### config.mk
export PLATFORM = sky130hd
export DESIGN_NAME = comb_filter_top
export DESIGN_NICKNAME = d
export VERILOG_FILES = /design/src/common/comb_pkg.sv /design/src/comb/comb_core.sv /design/src/comb/comb_delay_ram.sv /design/src/hdl/comb_cfg_regs.sv /design/src/hdl/comb_filter_top.sv
export VERILOG_INCLUDE_DIRS = /design/src /design/src/common
export SDC_FILE = /design/constraint.sdc
export NUM_CORES = 2
export LEC_CHECK = 0
export BUFFER_PORTS_ARGS = -buffer_cell sky130_fd_sc_hd__buf_2
export CORE_UTILIZATION = 45
export CTS_CLUSTER_DIAMETER = 30
export CTS_CLUSTER_SIZE = 8
export DETAILED_ROUTE_END_ITERATION = 10
export GPL_ROUTABILITY_DRIVEN = 0
export GPL_TIMING_DRIVEN = 0
export PLACE_DENSITY = 0.65
export SETUP_SLACK_MARGIN = 0.4
export SYNTH_ARGS = -nofsm -noshare
export SYNTH_HDL_FRONTEND = slang
export SYNTH_HIERARCHICAL = 1
export SYNTH_SLANG_ARGS = --single-unit
### constraint.sdc
create_clock -name clk -period 6.25 [get_ports clk]
set_input_delay 0.625 -clock clk [delete_from_list [all_inputs] [get_ports clk]]
set_output_delay 0.625 -clock clk [all_outputs]
set_load 0.02 [all_outputs]
### src/common/comb_params.svh
/*
  Build-time constants for the comb filter.
  Included by the package and by every block that sizes logic from these values.
*/

`ifndef COMB_PARAMS_SVH
`define COMB_PARAMS_SVH

// Sample and gain word width
`define COMB_N_BITS 16

// Fraction bits of the gain, so 1.0 is 1 << COMB_Q_BITS
`define COMB_Q_BITS 8

// Delay memory address width, depth is 2**COMB_ADDR_WIDTH words
`define COMB_ADDR_WIDTH 6

// Cycles from a read request to its data-valid
`define COMB_RD_LATENCY 2

// Delay in samples after reset
`define COMB_RESET_DELAY 1

`endif

### src/common/comb_pkg.sv
/*
  Shared word types of the comb filter.
  Blocks import it in their body and use scoped names on their ports.
*/

`include "comb_params.svh"

package comb_pkg;

  ////////////////////////////////////////
  // Datapath words
  ////////////////////////////////////////

  // Audio sample, two's complement
  typedef logic signed [`COMB_N_BITS-1:0] sample_t;

  // Gain in fixed point with COMB_Q_BITS fraction bits
  typedef logic signed [`COMB_N_BITS-1:0] gain_t;

  ////////////////////////////////////////
  // Addressing
  ////////////////////////////////////////

  // Word address into the delay memory
  typedef logic [`COMB_ADDR_WIDTH-1:0] addr_t;

  // Register selector, 0 is the delay and 1 is the gain
  typedef logic reg_addr_t;

endpackage

### src/comb/comb_core.sv
/*
  Feedback comb datapath, y(n) = x(n) + (g * y(n-D)) >>> Q.
  Sequences one sample at a time through the delay memory and moves the
  read pointer behind the write pointer when a new delay is requested.
*/

`timescale 1ns/1ns

`include "comb_params.svh"

module comb_core (
  input  logic              clk,
  input  logic              rst_n,
  input  comb_pkg::sample_t x,
  input  logic              x_valid,
  output comb_pkg::sample_t y,
  output logic              y_valid,
  output comb_pkg::addr_t   wr_addr,
  output comb_pkg::sample_t wr_data,
  output logic              wr_valid,
  output comb_pkg::addr_t   rd_addr,
  output logic              rd_avalid,
  input  comb_pkg::sample_t rd_data,
  input  logic              rd_dvalid,
  output logic              rd_dready,
  input  logic              calc_delay,
  input  comb_pkg::addr_t   delay_time,
  input  comb_pkg::gain_t   delay_gain
);

  import comb_pkg::*;

  localparam int n_bits    = `COMB_N_BITS;
  localparam int q_bits    = `COMB_Q_BITS;

  typedef enum logic [1:0] {
    ST_RD_REQ,
    ST_RD_RES,
    ST_WAIT_X,
    ST_WR
  } seq_state_t;

  typedef enum logic [1:0] {
    DC_IDLE,
    DC_DIFF,
    DC_WRAP
  } dc_state_t;

  seq_state_t seq_state;
  dc_state_t  dc_state;

  addr_t   wr_ptr;
  addr_t   rd_ptr;
  addr_t   delay_off;
  addr_t   wrap_diff;
  sample_t y_delay;

  logic signed [2*n_bits-1:0]  prod_full;
  logic signed [2*n_bits-1:0]  prod_shift;

  ////////////////////////////////////////
  // Delay term arithmetic
  ////////////////////////////////////////

  // Full signed product, then arithmetic shift back to the sample scale
  assign prod_full  = rd_data * delay_gain;
  assign prod_shift = prod_full >>> q_bits;

  // Distance behind the write pointer, wraps modulo the memory depth
  assign wrap_diff = wr_ptr - delay_off;

  // Write port is active for the single cycle after accept
  assign wr_valid = (seq_state == ST_WR);
  assign wr_addr  = wr_ptr;
  assign wr_data  = y;

  ////////////////////////////////////////
  // Sample sequencer
  ////////////////////////////////////////

  always_ff @(posedge clk or negedge rst_n) begin
    if (!rst_n) begin
      seq_state <= ST_RD_REQ;
      wr_ptr    <= '0;
      rd_addr   <= '0;
      rd_avalid <= 1'b0;
      rd_dready <= 1'b0;
      y_valid   <= 1'b0;
    end else begin
      rd_avalid <= 1'b0;
      y_valid   <= 1'b0;

      case (seq_state)
        ST_RD_REQ: begin
          rd_addr   <= rd_ptr;
          rd_avalid <= 1'b1;
          rd_dready <= 1'b1;
          seq_state <= ST_RD_RES;
        end

        ST_RD_RES: begin
          if (rd_dvalid && rd_dready) begin
            rd_dready <= 1'b0;
            seq_state <= ST_WAIT_X;
          end
        end

        // Strobes outside this state are dropped
        ST_WAIT_X: begin
          if (x_valid) begin
            y_valid   <= 1'b1;
            seq_state <= ST_WR;
          end
        end

        ST_WR: begin
          wr_ptr    <= wr_ptr + addr_t'(1);
          seq_state <= ST_RD_REQ;
        end

        default: seq_state <= ST_RD_REQ;
      endcase
    end
  end

  // Delay term and output sample
  always_ff @(posedge clk) begin
    if (seq_state == ST_RD_RES && rd_dvalid && rd_dready) begin
      y_delay <= prod_shift[n_bits-1:0];
    end
    if (seq_state == ST_WAIT_X && x_valid) begin
      y <= x + y_delay;
    end
  end

  ////////////////////////////////////////
  // Read pointer and delay recalculation
  ////////////////////////////////////////

  // The wrap step points at the read for the write after the current one,
  // so the target is wr_ptr - (D - 1) in every sequencer state
  always_ff @(posedge clk or negedge rst_n) begin
    if (!rst_n) begin
      dc_state  <= DC_IDLE;
      rd_ptr    <= '1;
      delay_off <= '0;
    end else begin
      if (seq_state == ST_RD_REQ) begin
        rd_ptr <= rd_ptr + addr_t'(1);
      end

      case (dc_state)
        DC_IDLE: begin
          if (calc_delay) begin
            dc_state <= DC_DIFF;
          end
        end

        DC_DIFF: begin
          delay_off <= delay_time - addr_t'(1);
          dc_state  <= DC_WRAP;
        end

        // Overrides the increment above
        DC_WRAP: begin
          rd_ptr   <= wrap_diff;
          dc_state <= DC_IDLE;
        end

        default: dc_state <= DC_IDLE;
      endcase
    end
  end

endmodule

### src/comb/comb_delay_ram.sv
/*
  Delay memory holding past filter outputs.
  One write port and one read port whose data arrives a fixed number of
  cycles after the request, so the port never stalls.
*/

`timescale 1ns/1ns

`include "comb_params.svh"

module comb_delay_ram (
  input  logic              clk,
  input  logic              rst_n,
  input  comb_pkg::addr_t   wr_addr,
  input  comb_pkg::sample_t wr_data,
  input  logic              wr_valid,
  input  comb_pkg::addr_t   rd_addr,
  input  logic              rd_avalid,
  output comb_pkg::sample_t rd_data,
  output logic              rd_dvalid,
  input  logic              rd_dready
);

  import comb_pkg::*;

  localparam int mem_depth  = 2 ** `COMB_ADDR_WIDTH;
  localparam int rd_latency = `COMB_RD_LATENCY;

  // Starts out silent, so early echoes read zero
  sample_t mem [mem_depth] = '{default: '0};

  logic [rd_latency-1:0] rd_pipe;

  always_ff @(posedge clk) begin
    if (wr_valid) begin
      mem[wr_addr] <= wr_data;
    end
  end

  // Read data is held until the next request
  always_ff @(posedge clk) begin
    if (rd_avalid && rd_dready) begin
      rd_data <= mem[rd_addr];
    end
  end

  ////////////////////////////////////////
  // Data-valid pipeline
  ////////////////////////////////////////

  always_ff @(posedge clk or negedge rst_n) begin
    if (!rst_n) begin
      rd_pipe <= '0;
    end else begin
      rd_pipe[0] <= rd_avalid;
      for (int s = 1; s < rd_latency; s++) begin
        rd_pipe[s] <= rd_pipe[s-1];
      end
    end
  end

  assign rd_dvalid = rd_pipe[rd_latency-1];

endmodule

### src/hdl/comb_cfg_regs.sv
/*
  Delay and gain configuration registers with readback.
  A delay write also raises a one-cycle pulse that makes the core
  recompute its read pointer.
*/

`timescale 1ns/1ns

`include "comb_params.svh"

module comb_cfg_regs (
  input  logic                clk,
  input  logic                rst_n,
  input  comb_pkg::reg_addr_t reg_addr,
  input  logic [15:0]         reg_wdata,
  input  logic                reg_write,
  output logic [15:0]         reg_rdata,
  output comb_pkg::addr_t     delay_time,
  output comb_pkg::gain_t     delay_gain,
  output logic                calc_delay
);

  import comb_pkg::*;

  localparam int addr_bits = `COMB_ADDR_WIDTH;

  logic wr_delay;
  logic wr_gain;

  // Selector 0 is the delay, 1 is the gain
  assign wr_delay = reg_write && (reg_addr == reg_addr_t'(0));
  assign wr_gain  = reg_write && (reg_addr == reg_addr_t'(1));

  ////////////////////////////////////////
  // Register storage
  ////////////////////////////////////////

  always_ff @(posedge clk or negedge rst_n) begin
    if (!rst_n) begin
      delay_time <= addr_t'(`COMB_RESET_DELAY);
      delay_gain <= '0;
      calc_delay <= 1'b0;
    end else begin
      // Pulse lands in the cycle where the new delay is visible
      calc_delay <= wr_delay;
      if (wr_delay) begin
        delay_time <= reg_wdata[addr_bits-1:0];
      end
      if (wr_gain) begin
        delay_gain <= gain_t'(reg_wdata);
      end
    end
  end

  ////////////////////////////////////////
  // Readback
  ////////////////////////////////////////

  always_comb begin
    case (reg_addr)
      reg_addr_t'(0): reg_rdata = {{(16 - addr_bits){1'b0}}, delay_time};
      default:        reg_rdata = delay_gain;
    endcase
  end

endmodule

### src/hdl/comb_filter_top.sv
/*
  Comb filter subsystem top.
  Joins the configuration registers, the filter core and its delay memory.
*/

`timescale 1ns/1ns

module comb_filter_top (
  input  logic                clk,
  input  logic                rst_n,
  input  comb_pkg::reg_addr_t reg_addr,
  input  logic [15:0]         reg_wdata,
  input  logic                reg_write,
  output logic [15:0]         reg_rdata,
  input  comb_pkg::sample_t   x,
  input  logic                x_valid,
  output comb_pkg::sample_t   y,
  output logic                y_valid
);

  import comb_pkg::*;

  // Configuration to core
  addr_t   delay_time;
  gain_t   delay_gain;
  logic    calc_delay;

  // Core to delay memory
  addr_t   wr_addr;
  sample_t wr_data;
  logic    wr_valid;
  addr_t   rd_addr;
  logic    rd_avalid;
  sample_t rd_data;
  logic    rd_dvalid;
  logic    rd_dready;

  comb_cfg_regs u_regs (
    .clk, .rst_n, .reg_addr, .reg_wdata, .reg_write, .reg_rdata,
    .delay_time, .delay_gain, .calc_delay
  );

  comb_core u_core (
    .clk, .rst_n, .x, .x_valid, .y, .y_valid,
    .wr_addr, .wr_data, .wr_valid, .rd_addr, .rd_avalid, .rd_data, .rd_dvalid, .rd_dready,
    .calc_delay, .delay_time, .delay_gain
  );

  comb_delay_ram u_ram (
    .clk, .rst_n, .wr_addr, .wr_data, .wr_valid,
    .rd_addr, .rd_avalid, .rd_data, .rd_dvalid, .rd_dready
  );

endmodule

==> impl_metrics.tcl <==
set metrics [dict create \
    cts_htree_levels 4 \
    start_util 0.455 \
    post-route-cell-area_um2 63800 \
    clk_latency_ns 0.81 \
    drtIter0Drc 2826 \
    netlist_instances 3039 \
    cts_root_buffer "clkbuf_16" \
    placed_cells 4721 \
    path_max_fanout 5 \
    wl_um 134000 \
    cp-start-kind "flop" \
    status "completed" \
    wl_per_cell_um 26.2 \
    crit_arrival_ns 6.58 \
    ys_seq_area_frac 0.647 \
    synth.area.top_cells "edfxtp_1 62%, mux4_2 9.0%, fa_1 7.2%, dfrtp_1 2.4%, ha_1 2.3%" \
    fillers 8662 \
    setup.worst_path.class "flop to flop" \
    drc 0 \
    ys_top_cells_by_count "1072 x edfxtp_1, 271 x inv_1, 208 x mux4_2, 188 x fa_1, 152 x nand2_1" \
    final-setup-viol-count 0 \
    placed_area_um2 56400 \
    die_area_um2 117000 \
    register_area_um2 33600 \
    grt_pass1_wl_um 197000 \
    fin_crit_ns 6.09 \
    boundaryPins 70 \
    worstMarginPinSlew_ns 1.29 \
    slew_violations 0 \
    worstPathRequired_ns 6.75 \
    vias_per_cell 5.65 \
    yosysMostFrequentCell "edfxtp_1" \
    die_h_um 342 \
    antenna_found_initial 7 \
    first_pass_iters 5 \
    finalHoldViolCount 0 \
    synth_edf_count 1072 \
    io_buffer_count 68 \
    grt_start_max_net_pins 33 \
    critPathCaptureType "flop" \
    ys_ff_latch 1128 \
    syn_area_per_cell_um2 17.1 \
    nNetsFinal 3781 \
    synthDistinctLibCells 70 \
    finClkSkew_ns 0.0483 \
    async_reset_ff_frac 0.0496 \
    clock-sinks 1128 \
    grt_pass1_vias 29600 \
    hold_path_class "primary input to flop" \
    numCtsBuffers 209 \
    relSlewSlack 0.132 \
    multi_input_area_um2 16800 \
    syn_area_um2 52000 \
    holdWs_ns 0.0899 \
    clock_path_buffers 3 \
    synthFlopType "edfxtp_1" \
    dp_hpwl_um 93100 \
    clk_pin_slew_worst_paths_ns 0.04 \
    synth.top_cell.area_share 0.619 \
    rows 124 \
    fmax_mhz 164 \
    yosys_warnings 6 \
    fin_crit_sh 0.974 \
    fp.dieW_um 342 \
    drive_above_1_share 0.282 \
    rsz0062_at_grt "yes" \
    drtAntennaViolNets 0 \
    synth_nets 3361 \
    instances_no_fill 5118 \
    coreArea_um2 114000 \
    vias 28900 \
    grt_remaining_overflow 0 \
    yosys.area.top_type "edfxtp_1" \
    cap_violations 0 \
    cts_tree "built" \
    area_growth_pct 22.8 \
    grt_usage 0.234 \
]
-- cells by family after synthesis --
group | count (synthesis) | share of synthesized area
compound gates | 235 | 0.0357
flops | 1128 | 0.647
fa+ha+maj | 285 | 0.0958
mux | 378 | 0.125
xor+xnor | 66 | 0.0111
simple gates | 515 | 0.0486
buf+inv | 432 | 0.0373
-- path summary, 6_finish.rpt --
path / start / endpoint / slack, ns / cells past startpoint
min in group asynchronous: rst_n / u_core/y_valid / 0.43 / 2
worst min register to register: u_ram/rd_pipe[0] / u_ram/rd_pipe[1] / 0.35 / 0
worst max-delay path: u_ram/rd_data[7] / u_core/y_delay[15] / 0.16 / 19
worst max register to register: u_ram/rd_data[7] / u_core/y_delay[15] / 0.16 / 19
worst min-delay path: reg_wdata[4] / u_regs/delay_gain[4] / 0.09 / 2
max in group asynchronous: rst_n / u_regs/delay_time[0] / 5.09 / 3
-- final cells by class --
| type | count | area share |
|---|---|---|
| well taps | 1512 | 0.0296 |
| multi-input cells | 1479 | 0.263 |
| clock inverters | 105 | 0.0196 |
| repair buffers | 209 | 0.0427 |
| plain buffers | 161 | 0.0167 |
| flip-flops and latches | 1128 | 0.527 |
| diodes | 2 | 0.0000784 |
| clock buffers | 251 | 0.0852 |
| inverters | 271 | 0.0159 |
-- state kept, by name, summed over array words and instances, names as in the netlist --
| signal | flops |
|---|---|
| u_ram/rd_pipe | 2 |
| u_core/seq_state | 2 |
| u_ram/rd_data | 16 |
| u_regs/calc_delay | 1 |
| u_core/wr_data | 16 |
| u_core/wr_addr | 6 |
| u_regs/delay_time | 6 |
| u_core/y_delay | 16 |
| u_regs/delay_gain | 16 |
| u_core/delay_off | 6 |
| u_core/rd_avalid | 1 |
| u_core/rd_addr | 6 |
| u_core/y_valid | 1 |
| u_ram/mem | 1024 |
| u_core/rd_ptr | 6 |
| u_core/rd_dready | 1 |
| u_core/dc_state | 2 |
-- worst max-delay path, cell delays in order (launching register included) --
cell,delay [ns]
edfxtp_1,0.51
and2_4,0.22
fa_1,0.54
inv_1,0.06
fa_1,0.53
fa_1,0.44
fa_1,0.50
inv_1,0.05
fa_1,0.48
inv_1,0.05
fa_1,0.48
inv_1,0.05
ha_2,0.17
or3_4,0.34
a2111oi_4,0.33
o31ai_4,0.13
a22o_4,0.28
a211oi_4,0.34
o21bai_4,0.13
xnor2_4,0.18
-- layer usage --
layer,vias to the layer above,GRT usage,share of wire
li1,12300,-,-
met1,15200,0.320,0.41
met2,1213,0.371,0.48
met3,229,0.0441,0.079
met4,0,0.0897,0.033
met5,-,0,0
-- placed cells by master (no fill, tap or decap), types with 23 or more instances in the layout --
cell type | synthesis | layout
nor2b_1 | 32 | 32
clkinv_1 | 0 | 23
mux2_2 | 51 | 51
clkinv_2 | 0 | 27
clkbuf_1 | 79 | 90
ha_1 | 97 | 92
mux2i_1 | 109 | 109
inv_1 | 271 | 266
buf_8 | 1 | 51
a22oi_1 | 41 | 41
buf_2 | 24 | 92
nor2_2 | 0 | 64
a21oi_1 | 44 | 41
clkbuf_16 | 0 | 211
nand2_1 | 152 | 150
mux4_2 | 208 | 208
buf_6 | 12 | 26
and2_1 | 119 | 116
buf_4 | 35 | 68
edfxtp_1 | 1072 | 1072
dfrtp_1 | 49 | 40
xnor2_1 | 48 | 44
fa_1 | 188 | 185
nor2_1 | 131 | 67
a221oi_1 | 36 | 36
buf_16 | 0 | 43
-- timing repair --
item,4_1_cts,5_1_grt
buffers inserted,33,5
resized for setup,99,23
pin swaps,25,5
setup endpoints to repair,12,9
endpoints found under the hold margin,23,0
hold buffers,1,0
-- stage by stage --
stage / utilization / setup TNS, ns / setup WS (ns)
global placement: 0.474 / -4.21 / -0.870
global route: 0.558 / 0 / 0.0273
finish: 0.558 / 0 / 0.165
floorplan: - / 0 / 0.425
CTS: 0.557 / 0 / 0.140
detailed placement: 0.493 / -4.46 / -0.833
Power is not shown: default switching activity piles up to over one toggle a cycle in this logic, so the estimate is an artifact.
